$ cat src/tau_pkg.sv
// Shared sizes and state encodings for the block looper, referenced by scoped name
package tau_pkg;

	// ========================================
	// Default sizes
	// ========================================

	// Bits per offset coordinate
	localparam int WORK_BW_DEF = 16;

	// Grid dimensions, last one runs fastest
	localparam int VDIM_DEF = 2;

	// Worker lanes fed round-robin
	localparam int N_TAU_DEF = 4;

	// Blocks a lane may have out before it stalls
	localparam int MAX_PENDING_DEF = 3;

	// ========================================
	// State encodings
	// ========================================

	// Grid stepper
	// ST_IDLE waits for a job, ST_RUN offers offsets
	typedef enum logic [1:0] {
		ST_IDLE = 2'd0,
		ST_RUN  = 2'd1
	} stepper_state_e;

	// Lane forward register
	// SLOT_HELD means an offset waits for the worker
	typedef enum logic {
		SLOT_EMPTY = 1'b0,
		SLOT_HELD  = 1'b1
	} slot_state_e;

endpackage

$ cat src/grid_offset_stepper.sv
// Takes one job and walks its block grid from zero in raster order over a rdy/ack output
`timescale 1ns/1ps

module grid_offset_stepper #(
	parameter int WORK_BW = tau_pkg::WORK_BW_DEF,
	parameter int VDIM    = tau_pkg::VDIM_DEF
) (
	input  logic               i_clk,
	input  logic               i_rst_n,
	input  logic               i_job_rdy,
	output logic               o_job_ack,
	input  logic [WORK_BW-1:0] i_step [VDIM],
	input  logic [WORK_BW-1:0] i_end  [VDIM],
	output logic               o_ofs_rdy,
	input  logic               i_ofs_ack,
	output logic [WORK_BW-1:0] o_ofs  [VDIM]
);

	// ========================================
	// Internal
	// ========================================
	tau_pkg::stepper_state_e state_r;
	logic [WORK_BW-1:0] step_r  [VDIM];
	logic [WORK_BW-1:0] end_r   [VDIM];
	logic [WORK_BW-1:0] coord_r [VDIM];
	logic [WORK_BW-1:0] coord_w [VDIM];
	logic grid_empty;
	logic is_last;
	logic ofs_xfer;

	// ========================================
	// Combinational
	// ========================================

	// Any zero end means no blocks at all
	always_comb begin
		grid_empty = 1'b0;
		for (int d = 0; d < VDIM; d++) begin
			if (i_end[d] == '0) grid_empty = 1'b1;
		end
	end

	// Odometer, fastest dimension is VDIM-1
	// One extra bit on the sum so the compare never wraps
	always_comb begin
		logic carry;
		logic [WORK_BW:0] sum;
		carry = 1'b1;
		for (int d = VDIM-1; d >= 0; d--) begin
			sum = {1'b0, coord_r[d]} + {1'b0, step_r[d]};
			coord_w[d] = coord_r[d];
			if (carry) begin
				if (sum >= {1'b0, end_r[d]}) begin
					// Wrap and carry into the next slower dimension
					coord_w[d] = '0;
				end else begin
					coord_w[d] = sum[WORK_BW-1:0];
					carry = 1'b0;
				end
			end
		end
		// Carry out of dimension 0 means the grid is done
		is_last = carry;
	end

	assign o_ofs_rdy = (state_r == tau_pkg::ST_RUN);
	assign ofs_xfer  = o_ofs_rdy && i_ofs_ack;
	assign o_ofs     = coord_r;

	// Job ack with the final offset, or straight away on an empty grid
	always_comb begin
		if (state_r == tau_pkg::ST_IDLE) begin
			o_job_ack = i_job_rdy && grid_empty;
		end else begin
			o_job_ack = i_job_rdy && ofs_xfer && is_last;
		end
	end

	// ========================================
	// Sequential
	// ========================================
	always_ff @(posedge i_clk) begin
		if (!i_rst_n) begin
			state_r <= tau_pkg::ST_IDLE;
			for (int d = 0; d < VDIM; d++) begin
				coord_r[d] <= '0;
			end
		end else begin
			case (state_r)
				tau_pkg::ST_IDLE: begin
					if (i_job_rdy && !grid_empty) begin
						state_r <= tau_pkg::ST_RUN;
						for (int d = 0; d < VDIM; d++) begin
							coord_r[d] <= '0;
						end
					end
				end
				tau_pkg::ST_RUN: begin
					if (ofs_xfer) begin
						// On the last block every coordinate wraps back to zero
						coord_r <= coord_w;
						if (is_last) state_r <= tau_pkg::ST_IDLE;
					end
				end
				default: state_r <= tau_pkg::ST_IDLE;
			endcase
		end
	end

	// Job fields sampled while idle
	always_ff @(posedge i_clk) begin
		if (state_r == tau_pkg::ST_IDLE && i_job_rdy) begin
			step_r <= i_step;
			end_r  <= i_end;
		end
	end

endmodule

$ cat src/parallel_block_looper.sv
// Top level: spreads the block offsets of one job over N_TAU worker lanes and acks when all are done
`timescale 1ns/1ps

module parallel_block_looper #(
	parameter int WORK_BW     = tau_pkg::WORK_BW_DEF,
	parameter int VDIM        = tau_pkg::VDIM_DEF,
	parameter int N_TAU       = tau_pkg::N_TAU_DEF,
	parameter int MAX_PENDING = tau_pkg::MAX_PENDING_DEF
) (
	input  logic               i_clk,
	input  logic               i_rst_n,
	// Job source
	input  logic               i_src_rdy,
	output logic               o_src_ack,
	input  logic [WORK_BW-1:0] i_bgrid_step [VDIM],
	input  logic [WORK_BW-1:0] i_bgrid_end  [VDIM],
	// Worker lanes
	output logic [N_TAU-1:0]   o_bofs_rdys,
	input  logic [N_TAU-1:0]   i_bofs_acks,
	output logic [WORK_BW-1:0] o_bofss [N_TAU][VDIM],
	input  logic [N_TAU-1:0]   i_blkdone_dvals
);

	// ========================================
	// Parameter
	// ========================================
	localparam int PTR_BW = (N_TAU > 1) ? $clog2(N_TAU) : 1;

	// ========================================
	// Internal
	// ========================================
	// Broadcast branches, 0 is the stepper, 1 the waiter
	logic [1:0] brd_rdys;
	logic [1:0] brd_acks;
	logic       job_ack;
	logic       wait_ack;
	// Stepper output
	logic               step_rdy;
	logic               step_ack;
	logic [WORK_BW-1:0] step_ofs [VDIM];
	// Lane selection
	logic [PTR_BW-1:0] ptr_r;
	logic [N_TAU-1:0]  lane_free;
	logic [N_TAU-1:0]  lane_sel;
	logic [N_TAU-1:0]  lane_take;
	logic [N_TAU-1:0]  lane_idle;

	// ========================================
	// Round-robin selection
	// ========================================
	// First free lane from the pointer upward, wrapping around
	always_comb begin
		int   idx;
		logic found;
		lane_sel = '0;
		found    = 1'b0;
		for (int k = 0; k < N_TAU; k++) begin
			idx = int'(ptr_r) + k;
			if (idx >= N_TAU) idx = idx - N_TAU;
			if (!found && lane_free[idx]) begin
				lane_sel[idx] = 1'b1;
				found = 1'b1;
			end
		end
	end

	// A take is the step transfer itself, so the step ack is their OR
	assign lane_take = lane_sel & {N_TAU{step_rdy}};
	assign step_ack  = |lane_take;

	// Pointer moves on every handoff, no matter which lane won
	always_ff @(posedge i_clk) begin
		if (!i_rst_n) begin
			ptr_r <= '0;
		end else if (step_ack) begin
			ptr_r <= (ptr_r == PTR_BW'(N_TAU - 1)) ? '0 : ptr_r + 1'b1;
		end
	end

	// ========================================
	// Completion
	// ========================================
	// Waiter is offered only after the stepper branch is done,
	// then waits for every lane to drain
	assign wait_ack = brd_rdys[1] && (&lane_idle) && !(|o_bofs_rdys);
	assign brd_acks = {wait_ack, job_ack};

	// ========================================
	// Submodules
	// ========================================
	src_broadcast u_brd (
		.i_clk      (i_clk),
		.i_rst_n    (i_rst_n),
		.i_src_rdy  (i_src_rdy),
		.o_src_ack  (o_src_ack),
		.o_dst_rdys (brd_rdys),
		.i_dst_acks (brd_acks)
	);

	grid_offset_stepper #(
		.WORK_BW (WORK_BW),
		.VDIM    (VDIM)
	) u_stepper (
		.i_clk     (i_clk),
		.i_rst_n   (i_rst_n),
		.i_job_rdy (brd_rdys[0]),
		.o_job_ack (job_ack),
		.i_step    (i_bgrid_step),
		.i_end     (i_bgrid_end),
		.o_ofs_rdy (step_rdy),
		.i_ofs_ack (step_ack),
		.o_ofs     (step_ofs)
	);

	// One issue slot per lane
	for (genvar g = 0; g < N_TAU; g++) begin : g_lane
		worker_issue_slot #(
			.WORK_BW     (WORK_BW),
			.VDIM        (VDIM),
			.MAX_PENDING (MAX_PENDING)
		) u_slot (
			.i_clk      (i_clk),
			.i_rst_n    (i_rst_n),
			.i_take     (lane_take[g]),
			.o_free     (lane_free[g]),
			.i_ofs      (step_ofs),
			.o_bofs_rdy (o_bofs_rdys[g]),
			.i_bofs_ack (i_bofs_acks[g]),
			.o_bofs     (o_bofss[g]),
			.i_blkdone  (i_blkdone_dvals[g]),
			.o_idle     (lane_idle[g])
		);
	end

endmodule

$ cat src/src_broadcast.sv
// Forks one rdy/ack job to the stepper and the completion waiter, in that order
`timescale 1ns/1ps

module src_broadcast (
	input  logic       i_clk,
	input  logic       i_rst_n,
	input  logic       i_src_rdy,
	output logic       o_src_ack,
	output logic [1:0] o_dst_rdys,
	input  logic [1:0] i_dst_acks
);

	// One flag per branch, set once that branch has acked
	logic [1:0] done_r;
	logic [1:0] done_or_ack;

	// Branch 0 is the stepper and is offered first
	// Branch 1 (waiter) only after the stepper has finished,
	// so completion cannot be seen before any block went out
	assign o_dst_rdys[0] = i_src_rdy && !done_r[0];
	assign o_dst_rdys[1] = i_src_rdy && done_r[0] && !done_r[1];

	assign done_or_ack = done_r | (i_dst_acks & o_dst_rdys);

	// Source ack in the cycle where the last branch acks
	assign o_src_ack = i_src_rdy && (&done_or_ack);

	always_ff @(posedge i_clk) begin
		if (!i_rst_n) begin
			done_r <= '0;
		end else if (o_src_ack) begin
			// Job finished, ready for the next one
			done_r <= '0;
		end else begin
			done_r <= done_or_ack;
		end
	end

endmodule

$ cat src/worker_issue_slot.sv
// One worker lane: holds one offset for its worker and counts blocks not yet reported done
`timescale 1ns/1ps

module worker_issue_slot #(
	parameter int WORK_BW     = tau_pkg::WORK_BW_DEF,
	parameter int VDIM        = tau_pkg::VDIM_DEF,
	parameter int MAX_PENDING = tau_pkg::MAX_PENDING_DEF
) (
	input  logic               i_clk,
	input  logic               i_rst_n,
	// Take side, from the round-robin selector
	input  logic               i_take,
	output logic               o_free,
	input  logic [WORK_BW-1:0] i_ofs  [VDIM],
	// Worker side
	output logic               o_bofs_rdy,
	input  logic               i_bofs_ack,
	output logic [WORK_BW-1:0] o_bofs [VDIM],
	input  logic               i_blkdone,
	// No offset held and nothing outstanding
	output logic               o_idle
);

	// ========================================
	// Parameter
	// ========================================
	localparam int CNT_BW = $clog2(MAX_PENDING + 1);

	// ========================================
	// Internal
	// ========================================
	tau_pkg::slot_state_e state_r;
	logic [CNT_BW-1:0] pend_r;
	logic pend_full;
	logic pend_zero;
	logic bofs_xfer;

	// ========================================
	// Combinational
	// ========================================
	assign pend_full = (pend_r == CNT_BW'(MAX_PENDING));
	assign pend_zero = (pend_r == '0);

	// Only an empty register accepts a new offset
	assign o_free = (state_r == tau_pkg::SLOT_EMPTY);

	// Offer gated by the pending count
	// while full the offset stays held but is hidden from the worker
	assign o_bofs_rdy = (state_r == tau_pkg::SLOT_HELD) && !pend_full;
	assign bofs_xfer  = o_bofs_rdy && i_bofs_ack;

	assign o_idle = pend_zero && o_free;

	// ========================================
	// Forward register
	// ========================================
	always_ff @(posedge i_clk) begin
		if (!i_rst_n) begin
			state_r <= tau_pkg::SLOT_EMPTY;
		end else begin
			case (state_r)
				tau_pkg::SLOT_EMPTY: begin
					if (i_take) state_r <= tau_pkg::SLOT_HELD;
				end
				tau_pkg::SLOT_HELD: begin
					if (bofs_xfer) state_r <= tau_pkg::SLOT_EMPTY;
				end
				default: state_r <= tau_pkg::SLOT_EMPTY;
			endcase
		end
	end

	// Offset register, cleared at reset so the lane output starts at zero
	always_ff @(posedge i_clk) begin
		if (!i_rst_n) begin
			for (int d = 0; d < VDIM; d++) begin
				o_bofs[d] <= '0;
			end
		end else if (i_take && o_free) begin
			o_bofs <= i_ofs;
		end
	end

	// ========================================
	// Pending counter
	// ========================================
	// Up on each worker transfer, down on each done pulse
	// both in one cycle leave it unchanged
	always_ff @(posedge i_clk) begin
		if (!i_rst_n) begin
			pend_r <= '0;
		end else begin
			case ({bofs_xfer, i_blkdone})
				2'b10: begin
					// Saturate at the limit
					if (!pend_full) pend_r <= pend_r + 1'b1;
				end
				2'b01: begin
					// A stray done on an empty count is ignored
					if (!pend_zero) pend_r <= pend_r - 1'b1;
				end
				default: begin
					pend_r <= pend_r;
				end
			endcase
		end
	end

endmodule
$ cat config.mk
export PLATFORM = sky130hd
export DESIGN_NAME = parallel_block_looper
export DESIGN_NICKNAME = d
export VERILOG_FILES = /design/src/tau_pkg.sv /design/src/grid_offset_stepper.sv /design/src/parallel_block_looper.sv /design/src/src_broadcast.sv /design/src/worker_issue_slot.sv
export SDC_FILE = /design/constraint.sdc
export NUM_CORES = 1
export LEC_CHECK = 0
export BUFFER_PORTS_ARGS = -buffer_cell sky130_fd_sc_hd__buf_2
export CORE_ASPECT_RATIO = 0.7
export CORE_MARGIN = 2
export CORE_UTILIZATION = 30
export DETAILED_ROUTE_END_ITERATION = 8
export GPL_TIMING_DRIVEN = 0
export PLACE_DENSITY = 0.47
export SLEW_MARGIN = 40
export SYNTH_ARGS = -nofsm -noshare
export SYNTH_HDL_FRONTEND = slang
export SYNTH_SLANG_ARGS = --single-unit
$ cat constraint.sdc
create_clock -name i_clk -period 18.5 [get_ports i_clk]
set_input_delay 0.925 -clock i_clk [delete_from_list [all_inputs] [get_ports i_clk]]
set_output_delay 0.925 -clock i_clk [all_outputs]
set_load 0.05 [all_outputs]
* Word level (Yosys, flattened, before mapping)
Index checks and enable logic that the tools add are counted.
** Storage, ports and cells
- Register bits :: 242
- Bits of input ports :: 75
- Output and inout port bits :: 133
** Cells by class
- Add/sub/neg operators :: 18
- $lt $le $gt $ge :: 14
- Equal/unequal tests :: 26
- Muxes and demuxes :: 72
- Bitwise operators :: 11
- Reduce and logical (&&, ||, !) cells :: 70
** Operators with widths (number)
- two-way mux 32 bit :: 6
- greater-or-equal comparator 32 x 1 -> 1 bit (second input constant) :: 4
- less-than comparator 32 x 4 -> 1 bit (second input constant) :: 4
- case mux 32 bit (2 select lines) :: 1
- two-way mux 16 bit :: 3
- logical AND 1 bit :: 35
- adder 16 x 16 -> 17 bit :: 2
- greater-or-equal comparator 17 x 16 -> 1 bit :: 2
- zero test 16 bit :: 2
- two-way mux 1 bit :: 29
- two-way mux 2 bit :: 12
- case mux 2 bit (2 select lines) :: 5
- == test 2 bit (second input constant) :: 9
- inequality test 2 bit (second input constant) :: 9
- AND reduction 3 bit :: 6
- two-way mux 4 bit :: 4
- OR 4 bit :: 3
- subtractor 3 x 3 -> 4 bit (second input constant) :: 3
- zero test 1 bit :: 11
- adder 2 x 1 -> 2 bit (second input constant) :: 5
- == test 2 x 1 -> 1 bit (second input constant) :: 5
- zero test 2 bit :: 5
- nonzero test 2 bit :: 5
- greater-or-equal comparator 3 bit (second input constant) :: 3
- other kinds (17) :: 38

* Longest topological paths before layout
Gate-level depths: netlist of run 1.
- Depth in word-level cells :: 26
- Gate-level depth with buffers :: 19

* Cells and area by module
A second synthesis of run 1 with hierarchy kept.
** Second synthesis, totals
- Cell total of the unflattened synthesis :: 1238
- Area total of the unflattened synthesis :: 11549.8 sq um
** Modules (own cells, without submodules)
- grid_offset_stepper :: times used 1, cells an instance 522, area an instance 5562.8 sq um, sequential area each 2582.5 sq um
- worker_issue_slot :: times used 4, cells an instance 162, area an instance 1362.6 sq um, sequential area each 700.7 sq um
- parallel_block_looper :: times used 1, cells an instance 56, area an instance 424.2 sq um, sequential area each 40.0 sq um
- src_broadcast :: times used 1, cells an instance 12, area an instance 112.6 sq um, sequential area each 40.0 sq um

* Least setup slack after synthesis of run 1
OpenSTA, ideal clock, no wires.
- Path kind :: input-to-reg
- From :: in i_src_rdy
- To :: reg u_stepper.coord_r, in the netlist u_stepper.o_ofs[14]
- Library setup time :: 117 ps
- Data arrival time :: 6769 ps
- Path slack :: 11614 ps
- Stages on the path :: 6
- Buffers on the path :: 1
- Cell sequence :: nor3b_1 nand3_1 nand2_1 nor2_1 buf_2 a22o_1
** Between the ends
- Cells in the longest elaborated chain, start to end :: 4
** Ends and longest elaborated chain
- start, declared :: RTL line parallel_block_looper.sv:13 : input logic i_src_rdy,
- logical AND 1 bit :: RTL line src_broadcast.sv:20 : assign o_dst_rdys[0] = i_src_rdy && !done_r[0];
- logical AND 1 bit :: RTL line grid_offset_stepper.sv:91 : if (i_job_rdy && !grid_empty) begin
- inequality test 2 bit (no line)
- AND reduction 3 bit (no line)
- end signal, assigned :: RTL line grid_offset_stepper.sv:101 : coord_r <= coord_w;
- end, declared :: RTL line grid_offset_stepper.sv:25 : logic [WORK_BW-1:0] coord_r [VDIM];
Every way passes these cells.
A chain may end at the register's enable or synchronous reset.

* Final worst setup path of run 1
- From :: reg u_stepper.coord_r, in the netlist u_stepper.o_ofs[16]
- To :: out o_src_ack
** Between the ends
- Cells in the longest elaborated chain, start to end :: 10
** Ends and longest elaborated chain
- adder 16 x 16 -> 17 bit :: RTL line grid_offset_stepper.sv:50 : sum = {1'b0, coord_r[d]} + {1'b0, step_r[d]};
- greater-or-equal comparator 17 x 16 -> 1 bit :: RTL line grid_offset_stepper.sv:53 : if (sum >= {1'b0, end_r[d]}) begin
- two-way mux 1 bit :: RTL line grid_offset_stepper.sv:53
- two-way mux 1 bit :: RTL line grid_offset_stepper.sv:52 : if (carry) begin
- logical AND 1 bit :: RTL line grid_offset_stepper.sv:75 : o_job_ack = i_job_rdy && ofs_xfer && is_last;
- two-way mux 1 bit :: RTL line grid_offset_stepper.sv:72 : if (state_r == tau_pkg::ST_IDLE) begin
- AND 2 bit :: RTL line src_broadcast.sv:23 : assign done_or_ack = done_r | (i_dst_acks & o_dst_rdys);
- OR 2 bit :: RTL line src_broadcast.sv:23
- AND reduction 2 bit :: RTL line src_broadcast.sv:26 : assign o_src_ack = i_src_rdy && (&done_or_ack);
- logical AND 1 bit :: RTL line src_broadcast.sv:26
- end, declared :: RTL line parallel_block_looper.sv:14 : output logic o_src_ack,
Every way passes these cells.

==> results of run 1 <==
layout by cell type (no fill, tap or decap), types with 4 or more instances in the layout:
master / synthesis / routed
nand3_1: 9 / 9
nor4_1: 16 / 16
clkbuf_16: 0 / 27
ha_1: 79 / 79
and3_1: 6 / 6
buf_4: 14 / 19
clkbuf_1: 24 / 29
clkinv_2: 0 / 5
nand2b_1: 9 / 9
nor3_1: 12 / 11
mux4_2: 4 / 4
buf_2: 3 / 215
nor2b_1: 73 / 73
o21a_1: 12 / 12
dfxtp_1: 177 / 177
a211oi_1: 5 / 5
a21oi_1: 36 / 36
a21o_1: 10 / 10
nor2_1: 68 / 68
nand3b_1: 8 / 8
nand2_1: 97 / 97
a2111oi_0: 5 / 5
a31oi_1: 6 / 6
a22o_1: 32 / 32
nand4_1: 5 / 5
edfxtp_1: 64 / 64
xor2_1: 5 / 5
inv_1: 69 / 69
a21boi_0: 30 / 30
o21ai_0: 22 / 22
o211ai_1: 5 / 5
bufinv_16: 0 / 5
o211a_1: 7 / 7
mux2i_1: 98 / 98
a211o_1: 4 / 4
and2_1: 5 / 5
xnor2_1: 12 / 12
state kept, by name, indices dropped and copies added (netlist names):
signal,cells
g_lane.u_slot.o_bofs,128
g_lane.u_slot.pend_r,8
g_lane.u_slot.state_r,4
ptr_r,2
u_brd.done_r,2
u_stepper.end_r,32
u_stepper.o_ofs,32
u_stepper.state_r,1
u_stepper.step_r,32
per-layer routing:
metal	track usage, %	up-vias	wire length (µm)
met1	24.7	4119	17400
met5	0	-	0
met4	3.63	0	642
met3	3.55	42	1740
li1	-	4376	-
met2	25.1	188	14300
stage by stage:
step / utilization [%] / std cells / hold slack, ns / instance area [µm²]
6_report: 37.6 / 1841 / 0.461 / 14000
2_1_floorplan: - / 1087 / 0.485 / 11400
4_1_cts: 37.6 / 1840 / 0.466 / 14000
5_1_grt: 37.6 / 1841 / 0.490 / 14000
3_3_place_gp: 34.9 / 1782 / 0.449 / 13000
3_5_place_dp: 35.1 / 1792 / 0.458 / 13100
power by group:
part	internal, mW	total [mW]	switching (mW)
Clock	0.349	0.570	0.222
Combinational	0.130	0.320	0.189
Sequential	0.576	0.610	0.0339
Total	1.06	1.50	0.445
worst min-delay path, stage by stage, from the launching register on:
cell,delay [ns]
dfxtp_1,0.31
nand2_1,0.04
a21boi_0,0.06
cells by family after synthesis:
logic type	share of synthesized area, %
AO/OA/AOI/OAI	13.1
XOR/XNOR	1.31
adder cells (fa/ha/maj)	9.04
buffers and inverters	4.45
flip-flops	48.0
multiplexers	9.41
AND/OR/NAND/NOR	14.7
worst min-delay path by stage:
stage	start	end	slack (ns)	depth (start not counted)
after detailed placement	g_lane[3].u_slot.o_bofs[25]$_SDFFE_PN0P_	g_lane[3].u_slot.o_bofs[25]$_SDFFE_PN0P_	0.46	2
after global placement	g_lane[3].u_slot.o_bofs[4]$_SDFFE_PN0P_	g_lane[3].u_slot.o_bofs[4]$_SDFFE_PN0P_	0.45	2
after floorplan	u_stepper.o_ofs[13]$_SDFFE_PN0P_	g_lane[3].u_slot.o_bofs[13]$_SDFFE_PN0P_	0.48	2
final	g_lane[3].u_slot.o_bofs[18]$_SDFFE_PN0P_	g_lane[3].u_slot.o_bofs[18]$_SDFFE_PN0P_	0.46	2
after global routing	g_lane[3].u_slot.o_bofs[25]$_SDFFE_PN0P_	g_lane[3].u_slot.o_bofs[25]$_SDFFE_PN0P_	0.49	2
after CTS	g_lane[3].u_slot.o_bofs[25]$_SDFFE_PN0P_	g_lane[3].u_slot.o_bofs[25]$_SDFFE_PN0P_	0.47	2
final cells by class:
type	instances	area, µm²	area share, %
timing repair buffer	217	1100	7.83
antenna	1	2.50	0.0178
multi-input combinational	732	5420	38.6
clock inverter	13	195	1.39
sequential	241	5470	38.9
buffer	44	244	1.74
clock buffer	35	736	5.24
inverter	70	263	1.87
tap	488	611	4.35
==> reports/qor.yml, run 1 <==
status: "finished, final reports clean"
clk_pin_slew_ns: 0.06
maxSlewHeadroom_pct: 47.6
cts.htree.levels: 1
ctsResizeCount: 0
cts_root_buffer: "clkbuf_16"
ff2ff_path_depth: 18
drive_gt1_share_pct: 22.0
syn-num-nets: 1243
postRouteAntennaNets: 0
drc: 0
worstSetupPathType: "reg -> out"
via_per_inst: 4.74
hpwl_mm: 26.2
netlist_instances: 1087
min_period_ns: 6.07
vdd_drop_max_uv: 57.5
num-nets-final: 1489
grt_first_pass_wirelength_mm: 51.1
critPathTopFamily: "compound AO/OA/AOI/OAI gates"
finalSetupViolCount: 0
die_area_mm2: 0.0395
startpoint_type: "register"
ys_seq_elements: 241
end_kind: "primary output"
grt_pass1_vias: 8495
r2r-start: "u_stepper.o_ofs[0]$_SDFFE_PN0P_"
finalSetupTns_ns: 0
cp.depth: 17
async_flop_share_pct: 0
maxCapViolations: 0
cp-startpoint: "u_stepper.o_ofs[16]$_SDFFE_PN0P_"
antenna_found_initial: 1
power.static_leakage_nw: 6.00
slowest_delay_ns: 0.66
r2r_end: "u_stepper.o_ofs[30]$_SDFFE_PN0P_"
io_pins: 208
layout-area-overhead-vs-synth_pct: 23.3
drtIter0Drc: 471
clk_latency_ns: 0.55
syn_area_mm2: 0.0114
cts_max_path_buffers: 3
synth_ff_type: "dfxtp_1"
synth-edff-count: 64
fmax_mhz: 165
cts_buffers: 27
synthTopCellsByCount: "dfxtp_1 (177), mux2i_1 (98), nand2_1 (97), ha_1 (79), nor2b_1 (73)"
nFillCells: 3759
cp_max_fo: 6
hold_class: "reg -> reg"
critical_path_arrival_ns: 5.15
post-cts-setup-buffers: 0
powerDensity_mw_per_mm2: 107
clock_sinks: 241
rsz0062_at_grt: "false"
synth.top_cell.area_share_pct: 31.1
clock_skew_ns: 0.0199
wirelength_mm: 34.1
cp.required_ns: 17.57
grt_max_degree: 14
core_mm2: 0.0373
drtPass1Iterations: 5
ys_seq_area_share_pct: 48.0
synth.most_common_cell: "dfxtp_1"
row_count: 59
cp_num_buf_inv: 2
worst_slack_ns: 12.43
pre_cts_slack_ns: 13.02
gp_congestion: 0.834
start_util_pct: 30.5
total_power_mw: 1.50
ys_types: 63
overflow: 0
synth.avg_cell_area_um2: 10.5
tightest_slew_ns: 0.775
port_buffers: 207
slew_viol_final: 0
cts_tree: "built"
fp.dieH_um: 167
period_share_pct: 32.8
r2r_slack_ns: 13.34
num_vias: 8725
yosys.area.top_type: "dfxtp_1"
die_width_um: 237
synth_area_leaders: "dfxtp_1 (31%), edfxtp_1 (17%), ha_1 (8.7%)"
endpoint: "o_src_ack"
wl_per_cell_um: 18.5
yosysWarnings: 0
cts-hold-fix-buffers: 0
grtUsageTotal_pct: 16.8
finalHoldViolCount: 0
crit_chain: "ha_1, inv_1, fa_1, nor2b_1, o31a_1, o41ai_1, nand2_1, a31oi_1, xnor2_1, ha_1, a21o_1, a211oi_1, o221ai_1, a211oi_1, nand3b_1, a21oi_1, buf_2"
cp_slowest_cell: "o41ai_1"
Note: power is estimated with default switching activity, not from simulation.
==> run 2, diff against run 1 <==
==> constraint.sdc (replaced) <==
create_clock -name i_clk -period 6.2 [get_ports i_clk]
set_input_delay 0.31 -clock i_clk [delete_from_list [all_inputs] [get_ports i_clk]]
set_output_delay 0.31 -clock i_clk [all_outputs]
set_load 0.05 [all_outputs]
==> run 2 against run 1 <==
Sequential share of layout area shrank 1.8 points. Total power grew to 3.0 times the previous value. Via count up 2.6%. Sequential power rose to 3.0 times the previous value. Worst hold slack got worse by 0.38 ns. Largest power group unchanged. Utilization is 1.8 points higher. Clock-buffer cell count up 2. Critical endpoint unchanged. First-iteration DRC count grew 7.2%.
==> reports/qor.yml, run 2 (synthesis gave the netlist of run 1 again) <==
dpl.cell_count: 1789  # -0.17%
startpoint_type: "register"
wl_per_cell_um: 18.2  # -1.9%
port_buffers: 207  # unchanged
die_area_mm2: 0.0395  # unchanged
final_cell_mix: "buf_2 (210), dfxtp_1 (177), mux2i_1 (98)"
wirelength_mm: 34.6  # +1.4%
combinationalPowerShare_pct: 21.8  # +0.5 points
finalSetupViolCount: 0  # unchanged
worst_slack_ns: 0.580  # -11.85 ns
final_core_util_pct: 39.4  # +1.8 points
cts_tree: "built"
ctsResizeCount: 0  # unchanged
core_mm2: 0.0373  # unchanged
fin_hold_ws_ns: 0.0860  # -0.375 ns
finalHoldViolCount: 0  # unchanged
num-nets-final: 1550  # +4.1%
fmax_mhz: 178
largest_reg_flops: 128  # unchanged
period_share_pct: 90.6
cts.htree.levels: 1  # unchanged
slew_viol_final: 0  # unchanged
layout.cells.non_filler: 1903  # +3.4%
clock_sinks: 241  # unchanged
hold_class: "in -> reg"
tightest_slew_ns: 0.821  # +0.0458 ns
row_count: 59  # unchanged
switchingPower_mw: 1.33  # +200%
final_common_cell: "buf_2"
cts_max_path_buffers: 3  # unchanged
worstSetupPathType: "reg -> out"
grtUsageTotal_pct: 17.2  # +0.38 points
drive_gt1_share_pct: 20.9  # -1.2 points
total_power_mw: 4.53  # +200%
cts_buffers: 27  # unchanged
drc: 0  # unchanged
drtPass1Iterations: 5  # unchanged
critical_path_arrival_ns: 5.31  # +0.16 ns
num_vias: 8951  # +2.6%
io_pins: 208  # unchanged
fp.dieH_um: 167  # unchanged
vdd_drop_max_uv: 167  # +190%
grt_first_pass_wirelength_mm: 51.9  # +1.5%
gp_congestion: 0.823  # -1.4%
nFillCells: 3660  # -2.6%
overflow: 0  # unchanged
min_period_ns: 5.62
sw_frac_of_total_pct: 29.3  # -0.34 points
drtIter0Drc: 505  # +7.2%
clkPwrFrac_pct: 38.0  # about the same
antenna_found_initial: 1  # unchanged
layout-area-overhead-vs-synth_pct: 29.2
postRouteAntennaNets: 0  # unchanged
clk_pin_slew_ns: 0.06  # about the same
maxCapViolations: 0  # unchanged
clock_skew_ns: 0.0145  # -0.00536 ns
powerDensity_mw_per_mm2: 308  # +190%
cts_root_buffer: "clkbuf_16"
regMostFlops: "g_lane.u_slot.o_bofs"
die_width_um: 237  # unchanged
seqPwrFrac_pct: 40.2  # -0.5 points
end_kind: "primary output"
start_util_pct: 30.5  # unchanged
maxSlewHeadroom_pct: 45.0  # -2.6 points
hpwl_mm: 26.1  # -0.50%
clk_latency_ns: 0.55  # about the same
status: "finished, final reports clean"
cp_max_fo: 6  # unchanged
via_per_inst: 4.70  # -0.75%
power.static_leakage_nw: 6.27  # +4.5%
pre_cts_slack_ns: 1.15  # -11.87 ns
grt_max_degree: 14  # unchanged
cp.required_ns: 5.89  # -11.68 ns
p_int_mw: 3.20  # +200%
grt_pass1_vias: 8537  # +0.49%
rsz0062_at_grt: "false"
[run 2: final cells by class]
class	count	area, µm²	area share [%]
multi-input cells	732	5430	36.9
clock inverters	11	186	1.27
diodes	2	5.00	0.0340
flip-flops and latches	241	5470	37.2
clock buffers	37	764	5.20
well taps	488	611	4.15
plain buffers	44	244	1.66
repair buffers	278	1740	11.8
inverters	70	263	1.79
[run 2: stage by stage]
stage / TNS (ns) / instance area (µm²)
detailed placement: 0 / 13100
CTS: 0 / 14700
floorplan: 0 / 11400
global placement: -5.75 / 13000
global route: 0 / 14700
finish: 0 / 14700
[run 2: worst paths after layout]
| check | slack [ns] | start | endpoint | cells past startpoint |
|---|---|---|---|---|
| min reg2reg | 0.46 | g_lane[3].u_slot.o_bofs[5]$_SDFFE_PN0P_ | g_lane[3].u_slot.o_bofs[5]$_SDFFE_PN0P_ | 2 |
| max | 0.58 | u_stepper.o_ofs[18]$_SDFFE_PN0P_ | o_src_ack | 15 |
| max reg2reg | 1.11 | u_stepper.o_ofs[0]$_SDFFE_PN0P_ | u_stepper.o_ofs[30]$_SDFFE_PN0P_ | 18 |
| min | 0.09 | i_bofs_acks[0] | g_lane[0].u_slot.state_r$_SDFF_PN0_ | 4 |
[run 2: metal layers]
metal / routed length [µm] / track usage, % / up-vias
met3: 1850 / 4.18 / 42
li1: - / - / 4500
met1: 17600 / 25.3 / 4242
met2: 14400 / 25.3 / 167
met4: 690 / 3.60 / 0
met5: 0 / 0 / -
[run 2: what timing repair did]
action                                 in CTS  in global routing
setup buffers                               0                  0
endpoints found under the hold margin      64                  0
hold buffers                               64                  0
[run 2: power groups by stage]
stage          Sequential, mW  Clock [mW]  Combinational (mW)
2_1_floorplan            1.84           0               0.672
3_3_place_gp             1.86           0               0.938
3_5_place_dp             1.86           0               0.959
4_1_cts                  1.82        1.77               0.995
5_1_grt                  1.83        1.84                1.10
6_report                 1.82        1.72               0.990
[run 2: worst max-delay path, stage by stage (launching register included)]
cell	delay, ns
dfxtp_1	0.49
ha_1	0.33
nor2b_1	0.16
o31a_1	0.29
o41ai_1	0.66
nand2_1	0.23
a31oi_1	0.25
xnor2_1	0.20
ha_1	0.31
a21o_1	0.18
a211oi_1	0.22
o221ai_1	0.18
a211oi_1	0.63
nand3b_1	0.30
a21oi_1	0.10
buf_2	0.23
